--- src/source/mem_port_pkg.sv ---
// Widths, queue depths, programmable-full levels and command codes of the memory port
package mem_port_pkg;

  // --------------------------------------------------
  // Data path widths
  // --------------------------------------------------
  localparam int ADDR_W   = 32;         // Byte address toward memory
  localparam int OFFSET_W = 24;         // Word offset given by the kernel
  localparam int DATA_W   = 32;         // One memory word
  localparam int STRB_W   = DATA_W / 8; // One enable per byte
  localparam int TAG_W    = 8;          // Opaque tag, returned unchanged
  localparam int CMD_W    = 2;

  // Bytes per word as a shift amount
  localparam int WORD_SHIFT = 2;

  // --------------------------------------------------
  // Command codes
  // --------------------------------------------------
  localparam logic [CMD_W-1:0] CMD_MEM_READ  = 2'd1;
  localparam logic [CMD_W-1:0] CMD_MEM_WRITE = 2'd2;

  // --------------------------------------------------
  // Queue sizing
  // --------------------------------------------------
  // Request queue, prog full warns the sender early
  localparam int REQ_DEPTH       = 16;
  localparam int REQ_PROG_THRESH = 12;

  // Pending queue holds granted but unanswered commands
  localparam int PEND_DEPTH       = 16;
  localparam int PEND_PROG_THRESH = 8;  // Stops new issues

  // --------------------------------------------------
  // Packed queue entries
  // --------------------------------------------------
  // Request entry  {cmd, addr, wdata, strb, tag}
  localparam int REQ_ENTRY_W = CMD_W + ADDR_W + DATA_W + STRB_W + TAG_W;

  // Pending entry  {cmd, tag}
  localparam int PEND_ENTRY_W = CMD_W + TAG_W;

endpackage : mem_port_pkg

--- src/source/issue_if.sv ---
// Grant events and queue status between the issue stage and the response merge
`timescale 1ns/100ps

interface issue_if;

  // --------------------------------------------------
  // Issue to merge
  // --------------------------------------------------
  logic                           grant;     // One cycle, request taken by memory
  logic [mem_port_pkg::CMD_W-1:0] cmd;       // Command of the granted request
  logic [mem_port_pkg::TAG_W-1:0] tag;       // Tag of the granted request
  logic                           req_empty; // Request queue empty, for done

  // --------------------------------------------------
  // Merge to issue
  // --------------------------------------------------
  logic                           pend_prog_full; // Too many outstanding

  // Request queue owner
  modport issuer (
    output grant, cmd, tag, req_empty,
    input  pend_prog_full
  );

  // Pending queue owner
  modport merger (
    input  grant, cmd, tag, req_empty,
    output pend_prog_full
  );

endinterface : issue_if

--- src/source/req_if.sv ---
// Formed memory request bus from the ingress pipeline to the issue stage
`timescale 1ns/100ps

interface req_if;

  // --------------------------------------------------
  // Request fields
  // --------------------------------------------------
  logic                              valid; // Push strobe, one cycle per request
  logic [mem_port_pkg::CMD_W-1:0]    cmd;   // Read or write
  logic [mem_port_pkg::ADDR_W-1:0]   addr;  // Byte address, base already added
  logic [mem_port_pkg::DATA_W-1:0]   wdata;
  logic [mem_port_pkg::STRB_W-1:0]   strb;  // Raw strobe, masked at issue
  logic [mem_port_pkg::TAG_W-1:0]    tag;

  // No ready here
  // Sender is held off through the request prog full flag

  // Ingress side
  modport src (
    output valid, cmd, addr, wdata, strb, tag
  );

  // Issue side
  modport sink (
    input valid, cmd, addr, wdata, strb, tag
  );

endinterface : req_if

--- src/source/cmd_issue.sv ---
// Request queue, issue gating, byte-enable masking and memory request drive
`timescale 1ns/100ps

module cmd_issue (
  input  logic                            ap_clk,
  input  logic                            areset_control,
  req_if.sink                             req_i,
  input  logic                            descriptor_valid_i,
  input  logic                            response_ready_i,
  output logic                            request_prog_full_o,
  output logic                            mem_req_o,
  output logic                            mem_we_o,
  output logic [mem_port_pkg::ADDR_W-1:0] mem_addr_o,
  output logic [mem_port_pkg::DATA_W-1:0] mem_wdata_o,
  output logic [mem_port_pkg::STRB_W-1:0] mem_be_o,
  input  logic                            mem_gnt_i,
  issue_if.issuer                         iss_o
);

  logic [mem_port_pkg::REQ_ENTRY_W-1:0] req_din;
  logic [mem_port_pkg::REQ_ENTRY_W-1:0] req_dout;
  logic                                 req_empty;
  logic                                 grant;
  logic [mem_port_pkg::CMD_W-1:0]       head_cmd;
  logic [mem_port_pkg::ADDR_W-1:0]      head_addr;
  logic [mem_port_pkg::DATA_W-1:0]      head_wdata;
  logic [mem_port_pkg::STRB_W-1:0]      head_strb;
  logic [mem_port_pkg::TAG_W-1:0]       head_tag;
  logic                                 head_is_write;

  // --------------------------------------------------
  // Request queue, FWFT
  // --------------------------------------------------
  assign req_din = {req_i.cmd, req_i.addr, req_i.wdata, req_i.strb, req_i.tag};

  sync_fifo #(
    .WIDTH      (mem_port_pkg::REQ_ENTRY_W),
    .DEPTH      (mem_port_pkg::REQ_DEPTH),
    .PROG_THRESH(mem_port_pkg::REQ_PROG_THRESH)
  ) u_req_fifo (
    .ap_clk        (ap_clk),
    .areset_control(areset_control),
    .push_i        (req_i.valid),
    .din_i         (req_din),
    .pop_i         (grant),              // Leaves the queue on grant
    .dout_o        (req_dout),
    .empty_o       (req_empty),
    .full_o        (),
    .prog_full_o   (request_prog_full_o) // Sender back-pressure
  );

  assign {head_cmd, head_addr, head_wdata, head_strb, head_tag} = req_dout;

  // --------------------------------------------------
  // Issue gating and memory drive
  // --------------------------------------------------
  assign mem_req_o     = ~req_empty & descriptor_valid_i & ~iss_o.pend_prog_full
                         & response_ready_i;
  assign head_is_write = (head_cmd == mem_port_pkg::CMD_MEM_WRITE);
  assign mem_we_o      = head_is_write;
  assign mem_addr_o    = head_addr;
  assign mem_wdata_o   = head_wdata;
  assign mem_be_o      = head_strb & {mem_port_pkg::STRB_W{head_is_write}}; // Zero on reads
  assign grant         = mem_req_o & mem_gnt_i;

  // Grant report, pending queue pushes on the same edge
  assign iss_o.grant     = grant;
  assign iss_o.cmd       = head_cmd;
  assign iss_o.tag       = head_tag;
  assign iss_o.req_empty = req_empty;

  // Held request keeps its address until granted, unless ready drops
  a_req_held : assert property (@(posedge ap_clk) disable iff (areset_control)
    (mem_req_o && !mem_gnt_i) |=> (!response_ready_i || (mem_req_o && $stable(mem_addr_o))))
    else $error("mem_req_o dropped or address changed before grant");

endmodule : cmd_issue

--- src/source/mem_port_top.sv ---
// Memory port front end top level, ingress, issue and response merge on plain ports
`timescale 1ns/100ps

module mem_port_top (
  input  logic                              ap_clk,
  input  logic                              areset_control,
  // Kernel descriptor
  input  logic                              descriptor_valid_i,
  input  logic [mem_port_pkg::ADDR_W-1:0]   descriptor_base_i,
  // Requests from the compute unit
  input  logic                              request_valid_i,
  input  logic [mem_port_pkg::CMD_W-1:0]    request_cmd_i,
  input  logic [mem_port_pkg::OFFSET_W-1:0] request_offset_i,
  input  logic [mem_port_pkg::DATA_W-1:0]   request_wdata_i,
  input  logic [mem_port_pkg::STRB_W-1:0]   request_strb_i,
  input  logic [mem_port_pkg::TAG_W-1:0]    request_tag_i,
  output logic                              request_prog_full_o,
  // Responses to the compute unit
  output logic                              response_valid_o,
  output logic [mem_port_pkg::CMD_W-1:0]    response_cmd_o,
  output logic [mem_port_pkg::TAG_W-1:0]    response_tag_o,
  output logic [mem_port_pkg::DATA_W-1:0]   response_rdata_o,
  input  logic                              response_ready_i,
  // Memory request/grant port
  output logic                              mem_req_o,
  output logic                              mem_we_o,
  output logic [mem_port_pkg::ADDR_W-1:0]   mem_addr_o,
  output logic [mem_port_pkg::DATA_W-1:0]   mem_wdata_o,
  output logic [mem_port_pkg::STRB_W-1:0]   mem_be_o,
  input  logic                              mem_gnt_i,
  input  logic                              mem_rsp_valid_i,
  input  logic [mem_port_pkg::DATA_W-1:0]   mem_rsp_rdata_i,
  output logic                              done_o
);

  logic descriptor_valid;  // Latched in ingress, gates issue

  // --------------------------------------------------
  // Internal buses
  // --------------------------------------------------
  req_if   req_bus ();
  issue_if iss_bus ();

  req_ingress u_req_ingress (
    .ap_clk            (ap_clk),
    .areset_control    (areset_control),
    .descriptor_valid_i(descriptor_valid_i),
    .descriptor_base_i (descriptor_base_i),
    .request_valid_i   (request_valid_i),
    .request_cmd_i     (request_cmd_i),
    .request_offset_i  (request_offset_i),
    .request_wdata_i   (request_wdata_i),
    .request_strb_i    (request_strb_i),
    .request_tag_i     (request_tag_i),
    .descriptor_valid_o(descriptor_valid),
    .req_o             (req_bus.src)
  );

  cmd_issue u_cmd_issue (
    .ap_clk             (ap_clk),
    .areset_control     (areset_control),
    .req_i              (req_bus.sink),
    .descriptor_valid_i (descriptor_valid),
    .response_ready_i   (response_ready_i),
    .request_prog_full_o(request_prog_full_o),
    .mem_req_o          (mem_req_o),
    .mem_we_o           (mem_we_o),
    .mem_addr_o         (mem_addr_o),
    .mem_wdata_o        (mem_wdata_o),
    .mem_be_o           (mem_be_o),
    .mem_gnt_i          (mem_gnt_i),
    .iss_o              (iss_bus.issuer)
  );

  rsp_merge u_rsp_merge (
    .ap_clk          (ap_clk),
    .areset_control  (areset_control),
    .iss_i           (iss_bus.merger),
    .mem_rsp_valid_i (mem_rsp_valid_i),
    .mem_rsp_rdata_i (mem_rsp_rdata_i),
    .response_valid_o(response_valid_o),
    .response_cmd_o  (response_cmd_o),
    .response_tag_o  (response_tag_o),
    .response_rdata_o(response_rdata_o),
    .done_o          (done_o)
  );

endmodule : mem_port_top

--- src/source/req_ingress.sv ---
// Descriptor latch and two-stage request pipeline forming byte addresses
`timescale 1ns/100ps

module req_ingress (
  input  logic                              ap_clk,
  input  logic                              areset_control,
  input  logic                              descriptor_valid_i,
  input  logic [mem_port_pkg::ADDR_W-1:0]   descriptor_base_i,
  input  logic                              request_valid_i,
  input  logic [mem_port_pkg::CMD_W-1:0]    request_cmd_i,
  input  logic [mem_port_pkg::OFFSET_W-1:0] request_offset_i,
  input  logic [mem_port_pkg::DATA_W-1:0]   request_wdata_i,
  input  logic [mem_port_pkg::STRB_W-1:0]   request_strb_i,
  input  logic [mem_port_pkg::TAG_W-1:0]    request_tag_i,
  output logic                              descriptor_valid_o,
  req_if.src                                req_o
);

  logic [mem_port_pkg::ADDR_W-1:0]   base_q;      // Buffer base of the kernel
  logic                              req_valid_q;
  logic [mem_port_pkg::CMD_W-1:0]    cmd_q;
  logic [mem_port_pkg::OFFSET_W-1:0] offset_q;
  logic [mem_port_pkg::DATA_W-1:0]   wdata_q;
  logic [mem_port_pkg::STRB_W-1:0]   strb_q;
  logic [mem_port_pkg::TAG_W-1:0]    tag_q;
  logic [mem_port_pkg::ADDR_W-1:0]   byte_offset;

  // --------------------------------------------------
  // Descriptor latch, set until reset
  // --------------------------------------------------
  always_ff @(posedge ap_clk) begin
    if (areset_control) begin
      descriptor_valid_o <= 1'b0;
    end
    else if (descriptor_valid_i) begin
      descriptor_valid_o <= 1'b1;
      base_q             <= descriptor_base_i;
    end
  end

  // Stage 1 and stage 2 strobes
  always_ff @(posedge ap_clk) begin
    if (areset_control) begin
      req_valid_q <= 1'b0;
      req_o.valid <= 1'b0;
    end
    else begin
      req_valid_q <= request_valid_i;
      req_o.valid <= req_valid_q;     // Push into the request queue
    end
  end

  // Zero extend, then words to bytes
  assign byte_offset = {{(mem_port_pkg::ADDR_W - mem_port_pkg::OFFSET_W){1'b0}}, offset_q}
                       << mem_port_pkg::WORD_SHIFT;

  // Payload, base taken as latched when stage 2 forms the address
  always_ff @(posedge ap_clk) begin
    {cmd_q, offset_q, wdata_q, strb_q, tag_q} <= {request_cmd_i, request_offset_i,
                                                  request_wdata_i, request_strb_i, request_tag_i};
    req_o.cmd   <= cmd_q;
    req_o.addr  <= base_q + byte_offset;
    req_o.wdata <= wdata_q;
    req_o.strb  <= strb_q;
    req_o.tag   <= tag_q;
  end

endmodule : req_ingress

--- src/source/rsp_merge.sv ---
// Pending queue, read-data capture, response forming and done flag
`timescale 1ns/100ps

module rsp_merge (
  input  logic                            ap_clk,
  input  logic                            areset_control,
  issue_if.merger                         iss_i,
  input  logic                            mem_rsp_valid_i,
  input  logic [mem_port_pkg::DATA_W-1:0] mem_rsp_rdata_i,
  output logic                            response_valid_o,
  output logic [mem_port_pkg::CMD_W-1:0]  response_cmd_o,
  output logic [mem_port_pkg::TAG_W-1:0]  response_tag_o,
  output logic [mem_port_pkg::DATA_W-1:0] response_rdata_o,
  output logic                            done_o
);

  logic [mem_port_pkg::PEND_ENTRY_W-1:0] pend_dout;
  logic [mem_port_pkg::CMD_W-1:0]        pend_cmd;   // Oldest outstanding command
  logic [mem_port_pkg::TAG_W-1:0]        pend_tag;
  logic                                  pend_empty;
  logic                                  empty_q;    // First stage of done

  // --------------------------------------------------
  // Pending queue, one entry per grant
  // --------------------------------------------------
  sync_fifo #(
    .WIDTH      (mem_port_pkg::PEND_ENTRY_W),
    .DEPTH      (mem_port_pkg::PEND_DEPTH),
    .PROG_THRESH(mem_port_pkg::PEND_PROG_THRESH)
  ) u_pend_fifo (
    .ap_clk        (ap_clk),
    .areset_control(areset_control),
    .push_i        (iss_i.grant),
    .din_i         ({iss_i.cmd, iss_i.tag}),
    .pop_i         (mem_rsp_valid_i),     // Responses come back in grant order
    .dout_o        (pend_dout),
    .empty_o       (pend_empty),
    .full_o        (),
    .prog_full_o   (iss_i.pend_prog_full)
  );

  assign {pend_cmd, pend_tag} = pend_dout;

  // Control, done trails both queues empty by two edges
  always_ff @(posedge ap_clk) begin
    if (areset_control) begin
      response_valid_o <= 1'b0;
      empty_q          <= 1'b1;
      done_o           <= 1'b0;
    end
    else begin
      response_valid_o <= mem_rsp_valid_i;
      empty_q          <= iss_i.req_empty & pend_empty;
      done_o           <= empty_q;
    end
  end

  // Response payload, data zeroed for writes
  always_ff @(posedge ap_clk) begin
    if (mem_rsp_valid_i) begin
      response_cmd_o   <= pend_cmd;
      response_tag_o   <= pend_tag;
      response_rdata_o <= (pend_cmd == mem_port_pkg::CMD_MEM_WRITE) ? '0 : mem_rsp_rdata_i;
    end
  end

  a_rsp_has_pending : assert property (@(posedge ap_clk) disable iff (areset_control)
    mem_rsp_valid_i |-> !pend_empty)
    else $error("memory response without an outstanding grant");

endmodule : rsp_merge

--- src/source/sync_fifo.sv ---
// First-word-fall-through synchronous FIFO with occupancy count and programmable-full
`timescale 1ns/100ps

module sync_fifo #(
  parameter int WIDTH       = 8,
  parameter int DEPTH       = 16,
  parameter int PROG_THRESH = 12
) (
  input  logic             ap_clk,
  input  logic             areset_control,
  input  logic             push_i,
  input  logic [WIDTH-1:0] din_i,
  input  logic             pop_i,
  output logic [WIDTH-1:0] dout_o,      // Head word, valid while not empty
  output logic             empty_o,
  output logic             full_o,
  output logic             prog_full_o
);

  // --------------------------------------------------
  // Storage and pointers
  // --------------------------------------------------
  logic [WIDTH-1:0]         mem [DEPTH];
  logic [$clog2(DEPTH)-1:0] wr_ptr;
  logic [$clog2(DEPTH)-1:0] rd_ptr;
  logic [$clog2(DEPTH):0]   count;   // One bit wider, holds DEPTH

  logic do_push;
  logic do_pop;

  assign do_push = push_i & ~full_o;  // Overflow dropped, flagged below
  assign do_pop  = pop_i & ~empty_o;

  // Payload memory
  always_ff @(posedge ap_clk) begin
    if (do_push) begin
      mem[wr_ptr] <= din_i;
    end
  end

  // Pointers wrap explicitly, DEPTH need not be a power of two
  always_ff @(posedge ap_clk) begin
    if (areset_control) begin
      wr_ptr <= '0;
      rd_ptr <= '0;
      count  <= '0;
    end
    else begin
      if (do_push) wr_ptr <= (wr_ptr == DEPTH - 1) ? '0 : wr_ptr + 1'b1;
      if (do_pop)  rd_ptr <= (rd_ptr == DEPTH - 1) ? '0 : rd_ptr + 1'b1;
      case ({do_push, do_pop})
        2'b10:   count <= count + 1'b1;
        2'b01:   count <= count - 1'b1;
        default: count <= count;        // Both or neither
      endcase
    end
  end

  // Fall-through read, head seen without a pop
  assign dout_o      = mem[rd_ptr];
  assign empty_o     = (count == 0);
  assign full_o      = (count == DEPTH);
  assign prog_full_o = (count >= PROG_THRESH);

  // --------------------------------------------------
  // Checks on the users of the queue
  // --------------------------------------------------
  a_no_overflow : assert property (@(posedge ap_clk) disable iff (areset_control)
    !(push_i && full_o))
    else $error("sync_fifo push while full");

  a_no_underflow : assert property (@(posedge ap_clk) disable iff (areset_control)
    !(pop_i && empty_o))
    else $error("sync_fifo pop while empty");

endmodule : sync_fifo

--- config.mk ---
export PLATFORM = sky130hd
export DESIGN_NAME = mem_port_top
export DESIGN_NICKNAME = d
export VERILOG_FILES = /design/src/source/mem_port_pkg.sv /design/src/source/issue_if.sv /design/src/source/req_if.sv /design/src/source/cmd_issue.sv /design/src/source/mem_port_top.sv /design/src/source/req_ingress.sv /design/src/source/rsp_merge.sv /design/src/source/sync_fifo.sv
export SDC_FILE = /design/constraint.sdc
export NUM_CORES = 1
export LEC_CHECK = 0
export ABC_CLOCK_PERIOD_IN_PS = 14370
export BUFFER_PORTS_ARGS = -buffer_cell sky130_fd_sc_hd__buf_2
export CORE_ASPECT_RATIO = 1.25
export CORE_MARGIN = 8
export CORE_UTILIZATION = 45
export DETAILED_ROUTE_END_ITERATION = 8
export HOLD_SLACK_MARGIN = 0.08
export SLEW_MARGIN = 20
export SYNTH_ARGS = -nofsm -noshare
export SYNTH_HDL_FRONTEND = slang
export SYNTH_SLANG_ARGS = --single-unit
--- constraint.sdc ---
create_clock -name ap_clk -period 14.37 [get_ports ap_clk]
set_clock_uncertainty 0.1 [all_clocks]
set_input_delay 0 -clock ap_clk [delete_from_list [all_inputs] [get_ports ap_clk]]
set_output_delay 0 -clock ap_clk [all_outputs]
set_load 0.02 [all_outputs]
# Yosys cells after proc, flatten, opt, wreduce, memory -nomap -nowiden
# Memory sizes are Yosys's and may differ from the RTL's. A register that Yosys moved wholly into a read port is not among the register bits.
# Cells that the tools add are included.
# op_classes
addsub	9
multipliers	0
div_mod_pow	0
order_cmp	2
n_eq_ne	12
n_shift	0
n_mux	14
bitwise	16
reduce_logical	5
# op_table
cell	n
adder 32 x 26 -> 32 bit	1
two-way mux 4 bit	8
case mux 5 bit (2 select lines)	2
adder 4 x 1 -> 4 bit (second input constant)	4
equality test 4 bit (second input constant)	4
adder 5 x 1 -> 5 bit (second input constant)	2
equality test 5 bit (second input constant)	2
greater-or-equal comparator 5 x 4 -> 1 bit (second input constant)	2
logical NOT 5 bit	2
subtractor 5 x 1 -> 5 bit (second input constant)	2
bitwise AND 1 bit	9
equality test 2 bit (second input constant)	4
inverter 1 bit	6
bitwise AND 4 bit	1
equality test 2 x 1 -> 1 bit (second input constant)	2
two-way mux 1 bit	4
nonzero test 2 bit	2
AND reduction 2 bit	1
# totals
register_bits	254
latchBits	0
ramBits	1408
mem_bits_ro	0
input_bits	141
output_inout_bits	115
elab_cells	86
mem_count	2
# mem_list
name	words	width	rd	rd_clocked_by_memory_dff	write_ports	line_no	rtl
u_cmd_issue.u_req_fifo.mem	16	78	1	1	1	sync_fifo.sv:23	logic [WIDTH-1:0] mem [DEPTH];
u_rsp_merge.u_pend_fifo.mem	16	10	1	1	1	sync_fifo.sv:23	

# Longest topological paths before layout
# logic_depth
ltp_word	9
mapped_depth	16

# Cells and area by module
# Synthesis repeated with hierarchy kept, for this count alone.
# unflattened
hier_cells	2873
area_unflattened_um2	61795.5
# modules_own_cells
mod	n_inst	cells_each	area_per_inst_um2	seq_area_each_um2
sync_fifo at u_cmd_issue.u_req_fifo	1	2034	47508.1	37816.3
sync_fifo at u_rsp_merge.u_pend_fifo	1	344	7039.3	5144.9
req_ingress	1	404	5554.1	3983.8
rsp_merge	1	84	1641.6	1321.3
cmd_issue	1	7	52.6	0.0

# Worst setup path before layout
# No wires, ideal clock.
# synth_path
path_kind	register to register
start	reg u_cmd_issue.u_req_fifo.count[2]
end	mem u_cmd_issue.u_req_fifo.mem[3][0] (netlist bit) (enable)
t_arrival_ns	6.374
required_ns	13.660
setup_slack_ns	7.287
path_stages_with_launch	7
period_less_slack_ns	7.083
cell_sequence	dfxtp_1 clkbuf_1 or4_1 o21a_1 buf_2 nand2_1 nor3_1
# synth_between
elab_chain_cells	5
# synth_lines
item	line_no	rtl
start, declared	sync_fifo.sv:26	logic [$clog2(DEPTH):0] count;
start signal, assigned	sync_fifo.sv:52	2'b10: count <= count + 1'b1;
start signal, assigned	sync_fifo.sv:53	2'b01: count <= count - 1'b1;
start signal, assigned	sync_fifo.sv:54	default: count <= count;
equality test 5 bit	sync_fifo.sv:62	assign full_o = (count == DEPTH);
inverter 1 bit	sync_fifo.sv:31	assign do_push = push_i & ~full_o;
bitwise AND 1 bit	sync_fifo.sv:31	
two-way mux 1 bit	sync_fifo.sv:36	if (do_push) begin
two-way mux 1 bit (not written as such)	sync_fifo.sv:37	mem[wr_ptr] <= din_i;
end, declared	sync_fifo.sv:23	
# No other way between the ends.

==> results.sh <==
export IMPL_max_slew_margin=0.251
export IMPL_h_tree_depth=4
export IMPL_startpoint_type="flip-flop"
export IMPL_crit_path_max_fanout=45
export IMPL_synth_most_common_cell="edfxtp_1"
export IMPL_dp_cells=4671
export IMPL_drv_slew=0
export IMPL_cts_buffer_depth=3
export IMPL_fmax_mhz=200
export IMPL_ys_ff_latch=1670
export IMPL_grt_start_max_net_pins=173
export IMPL_period_needed_ns=5.01
export IMPL_detail_route_vias_per_cell=5.59
export IMPL_nNetsFinal=3526
export IMPL_cts_sinks=1670
export IMPL_synth_ff_type="edfxtp_1"
export IMPL_cp_end_kind="output port"
export IMPL_drv_cap=0
export IMPL_grt_pass1_wl_mm=210
export IMPL_ys_top_cells_by_count="edfxtp_1 (1482), mux4_2 (436), dfxtp_1 (188), clkbuf_1 (71), nor2_1 (70)"
export IMPL_syn2layout_area_growth_pct=19.3
export IMPL_gp_congestion=0.756
export IMPL_synth_cell_types=63
export IMPL_path_clk_slew_ns=0.07
export IMPL_dp_slack_ns=9.77
export IMPL_fp_dieArea_mm2=0.150
export IMPL_slowest_delay_ns=0.94
export IMPL_ys_top_cells_by_area="edfxtp_1 (72%), mux4_2 (16%), dfxtp_1 (6.1%), ha_1 (0.83%), clkbuf_1 (0.43%)"
export IMPL_crit_path_top_delay_cell="dfxtp_4"
export IMPL_fin_crit_sh=0.349
export IMPL_power_density_mw_per_mm2=139
export IMPL_ir_worst_vdd_v=0.000114
export IMPL_antenna_found_initial=4
export IMPL_rsz0062_at_grt="false"
export IMPL_wl_per_cell_um=27.0
export IMPL_fp_dieH_um=430
export IMPL_firstDrtPassIters=5
export IMPL_hp_class="reg2reg"
export IMPL_globalRouteOverflowTotal=0
export IMPL_setup_viol=0
export IMPL_hold_start="u_req_ingress.wdata_q[11]"
export IMPL_synth_avg_cell_area_um2=22.9
export IMPL_p_leak_nw=23.8
export IMPL_core_mm2=0.137
export IMPL_postCtsSetupBuffers=0
export IMPL_grt_pass1_vias=31900
export IMPL_postRouteWirelength_mm=142
export IMPL_drt_initial_drc_count=2306
export IMPL_die_width_um=347
export IMPL_critical_path_class="reg2out"
export IMPL_synth_top_area_cell="edfxtp_1"
export IMPL_async_flop_share=0
export IMPL_status="completed"
export IMPL_ys_seq_area_frac=0.781
export IMPL_yosysTopAreaCellShare=0.720
export IMPL_clock_latency_ns=0.78
export IMPL_fin_setup_tns_ns=0
export IMPL_cts_root_buf="clkbuf_16"
export IMPL_regToRegSetupSlack_ns=9.96
export IMPL_reg2reg_to="u_rsp_merge.u_pend_fifo.mem[8][4]"
export IMPL_cp_top_family="buffers and inverters"
export IMPL_place_detailed_hpwl_mm=75.2
export IMPL_holdPathEnd="u_req_ingress.req_o.wdata[11]"
export IMPL_antenna_left=0
export IMPL_worstPathArrival_ns=4.91
export IMPL_fillers=10200
export IMPL_initial_core_util=0.452
export IMPL_worstMarginPinSlew_ns=1.12
export IMPL_syn_num_nets=2882
export IMPL_grt_total_usage=0.189
export IMPL_drc=0
export IMPL_row_count=152
export IMPL_crit_required_ns=14.27
export IMPL_final_layout_size_suffix_gt1_frac=0.303
export IMPL_ys_warn_count=0
export IMPL_path_cells="buf_4 -> buf_4 -> mux4_2 -> mux4_2 -> nor2b_1 -> buf_2"
export IMPL_io_pins=256
export IMPL_synth_edf_count=1482
export IMPL_instances_no_fill=5258
export IMPL_port_buffers=255
export IMPL_syn_inst=2699
export IMPL_final_hold_violation_count=0
export IMPL_holdPathStages=0
export IMPL_vias=29400
export IMPL_syn_area_mm2=0.0618
export IMPL_cts_buffers=162
export IMPL_critPathBufInv=3
export IMPL_rr_worst_depth=4
export IMPL_setup_ws_ns=9.36
export IMPL_cts_tree="done"
## area by class of cell
| cell class | count | area, um^2 | share of cell area |
|---|---|---|---|
| clock inverter | 104 | 1240 | 0.0168 |
| inverter | 23 | 91.3 | 0.00124 |
| clock buffer | 202 | 4360 | 0.0590 |
| sequential | 1670 | 48300 | 0.655 |
| antenna | 2 | 5.00 | 0.0000678 |
| timing repair buffer | 605 | 4620 | 0.0626 |
| tap | 1771 | 2220 | 0.0300 |
| multi-input combinational | 881 | 13000 | 0.176 |
## power breakdown
part	switching, mW	internal (mW)	total, mW	leakage (nW)
Clock	1.84	2.57	4.41	2.72
Sequential	0.115	5.41	5.53	15.0
Combinational	0.152	0.151	0.303	6.17
Total	2.11	8.13	10.2	23.8
## worst register-to-register path, cell delays in order (launching register included)
cell	delay (ns)
dfxtp_4	0.94
buf_4	0.85
buf_4	0.95
mux4_2	0.63
mux4_2	0.63
## per-stage QoR
step | instance area (um^2) | hold slack, ns | util | total power [mW]
3_5_place_dp | 65400 | 0.00363 | 0.478 | 5.87
6_report | 73800 | 0.222 | 0.539 | 10.2
4_1_cts | 73700 | 0.205 | 0.539 | 10.3
2_1_floorplan | 61800 | -0.0723 | - | 5.74
5_1_grt | 73800 | 0.229 | 0.539 | 10.5
3_3_place_gp | 65400 | 0.00196 | 0.478 | 5.85
## routing by layer
| layer | part of all wire | GRT usage | up-vias |
|---|---|---|---|
| li1 | - | - | 12600 |
| met1 | 0.40 | 0.240 | 15700 |
| met2 | 0.52 | 0.332 | 933 |
| met3 | 0.055 | 0.0365 | 213 |
| met4 | 0.022 | 0.0497 | 2 |
| met5 | 0.000078 | 0 | - |
## layout by cell type (no fill, tap or decap), types with 24 or more instances in the layout
master         synthesis  routed
a21oi_1               40      38
nor2_1                70      58
dlygate4sd3_1          0     279
ha_1                  41      41
clkbuf_16              0     163
clkinv_2               0      30
nand2_1               37      37
mux4_2               436     436
edfxtp_1            1482    1482
and2_1                37      37
dfxtp_1              188     184
buf_2                 34     255
clkinv_1               0      24
clkbuf_1              71      26
buf_4                  1      69
## kinds of logic (layout without fill, tap and decap cells)
group,count (synthesis),count (layout),share of synthesized area
mux,453,453,0.162
xor+xnor,38,38,0.00539
simple gates,216,216,0.0175
other cells,0,2,0
compound gates,132,132,0.0141
flops,1670,1670,0.781
fa+ha+maj,42,42,0.00862
buf+inv,148,934,0.0117
## registers in the layout (all words and copies together), names as in the netlist, 8 cells and up, named ones only
register / cells
u_cmd_issue.u_req_fifo.mem: 1248
u_rsp_merge.u_pend_fifo.mem: 160
u_req_ingress.base_q: 32
u_req_ingress.req_o.addr: 32
u_req_ingress.req_o.wdata: 32
u_req_ingress.wdata_q: 32
u_rsp_merge.response_rdata_o: 32
u_req_ingress.offset_q: 24
u_req_ingress.req_o.tag: 8
u_req_ingress.tag_q: 8
u_rsp_merge.response_tag_o: 8
## timing repair
action	4_1_cts	5_1_grt
hold endpoints to repair	248	0
gates resized for setup	0	0
hold buffers	279	0
## worst max path at each step
| stage | cells past startpoint | start | end |
|---|---|---|---|
| after floorplan | 6 | u_cmd_issue.u_req_fifo.count[2] | u_cmd_issue.u_req_fifo.mem[3][0] |
| after global placement | 4 | flip-flop | u_rsp_merge.u_pend_fifo.mem[14][4] |
| after detailed placement | 4 | flip-flop | u_rsp_merge.u_pend_fifo.mem[15][4] |
| after CTS | 6 | flip-flop | mem_be_o[0] |
| after global routing | 6 | flip-flop | mem_be_o[0] |
| final | 6 | flip-flop | mem_be_o[0] |
(Power assumes the default switching activity.)
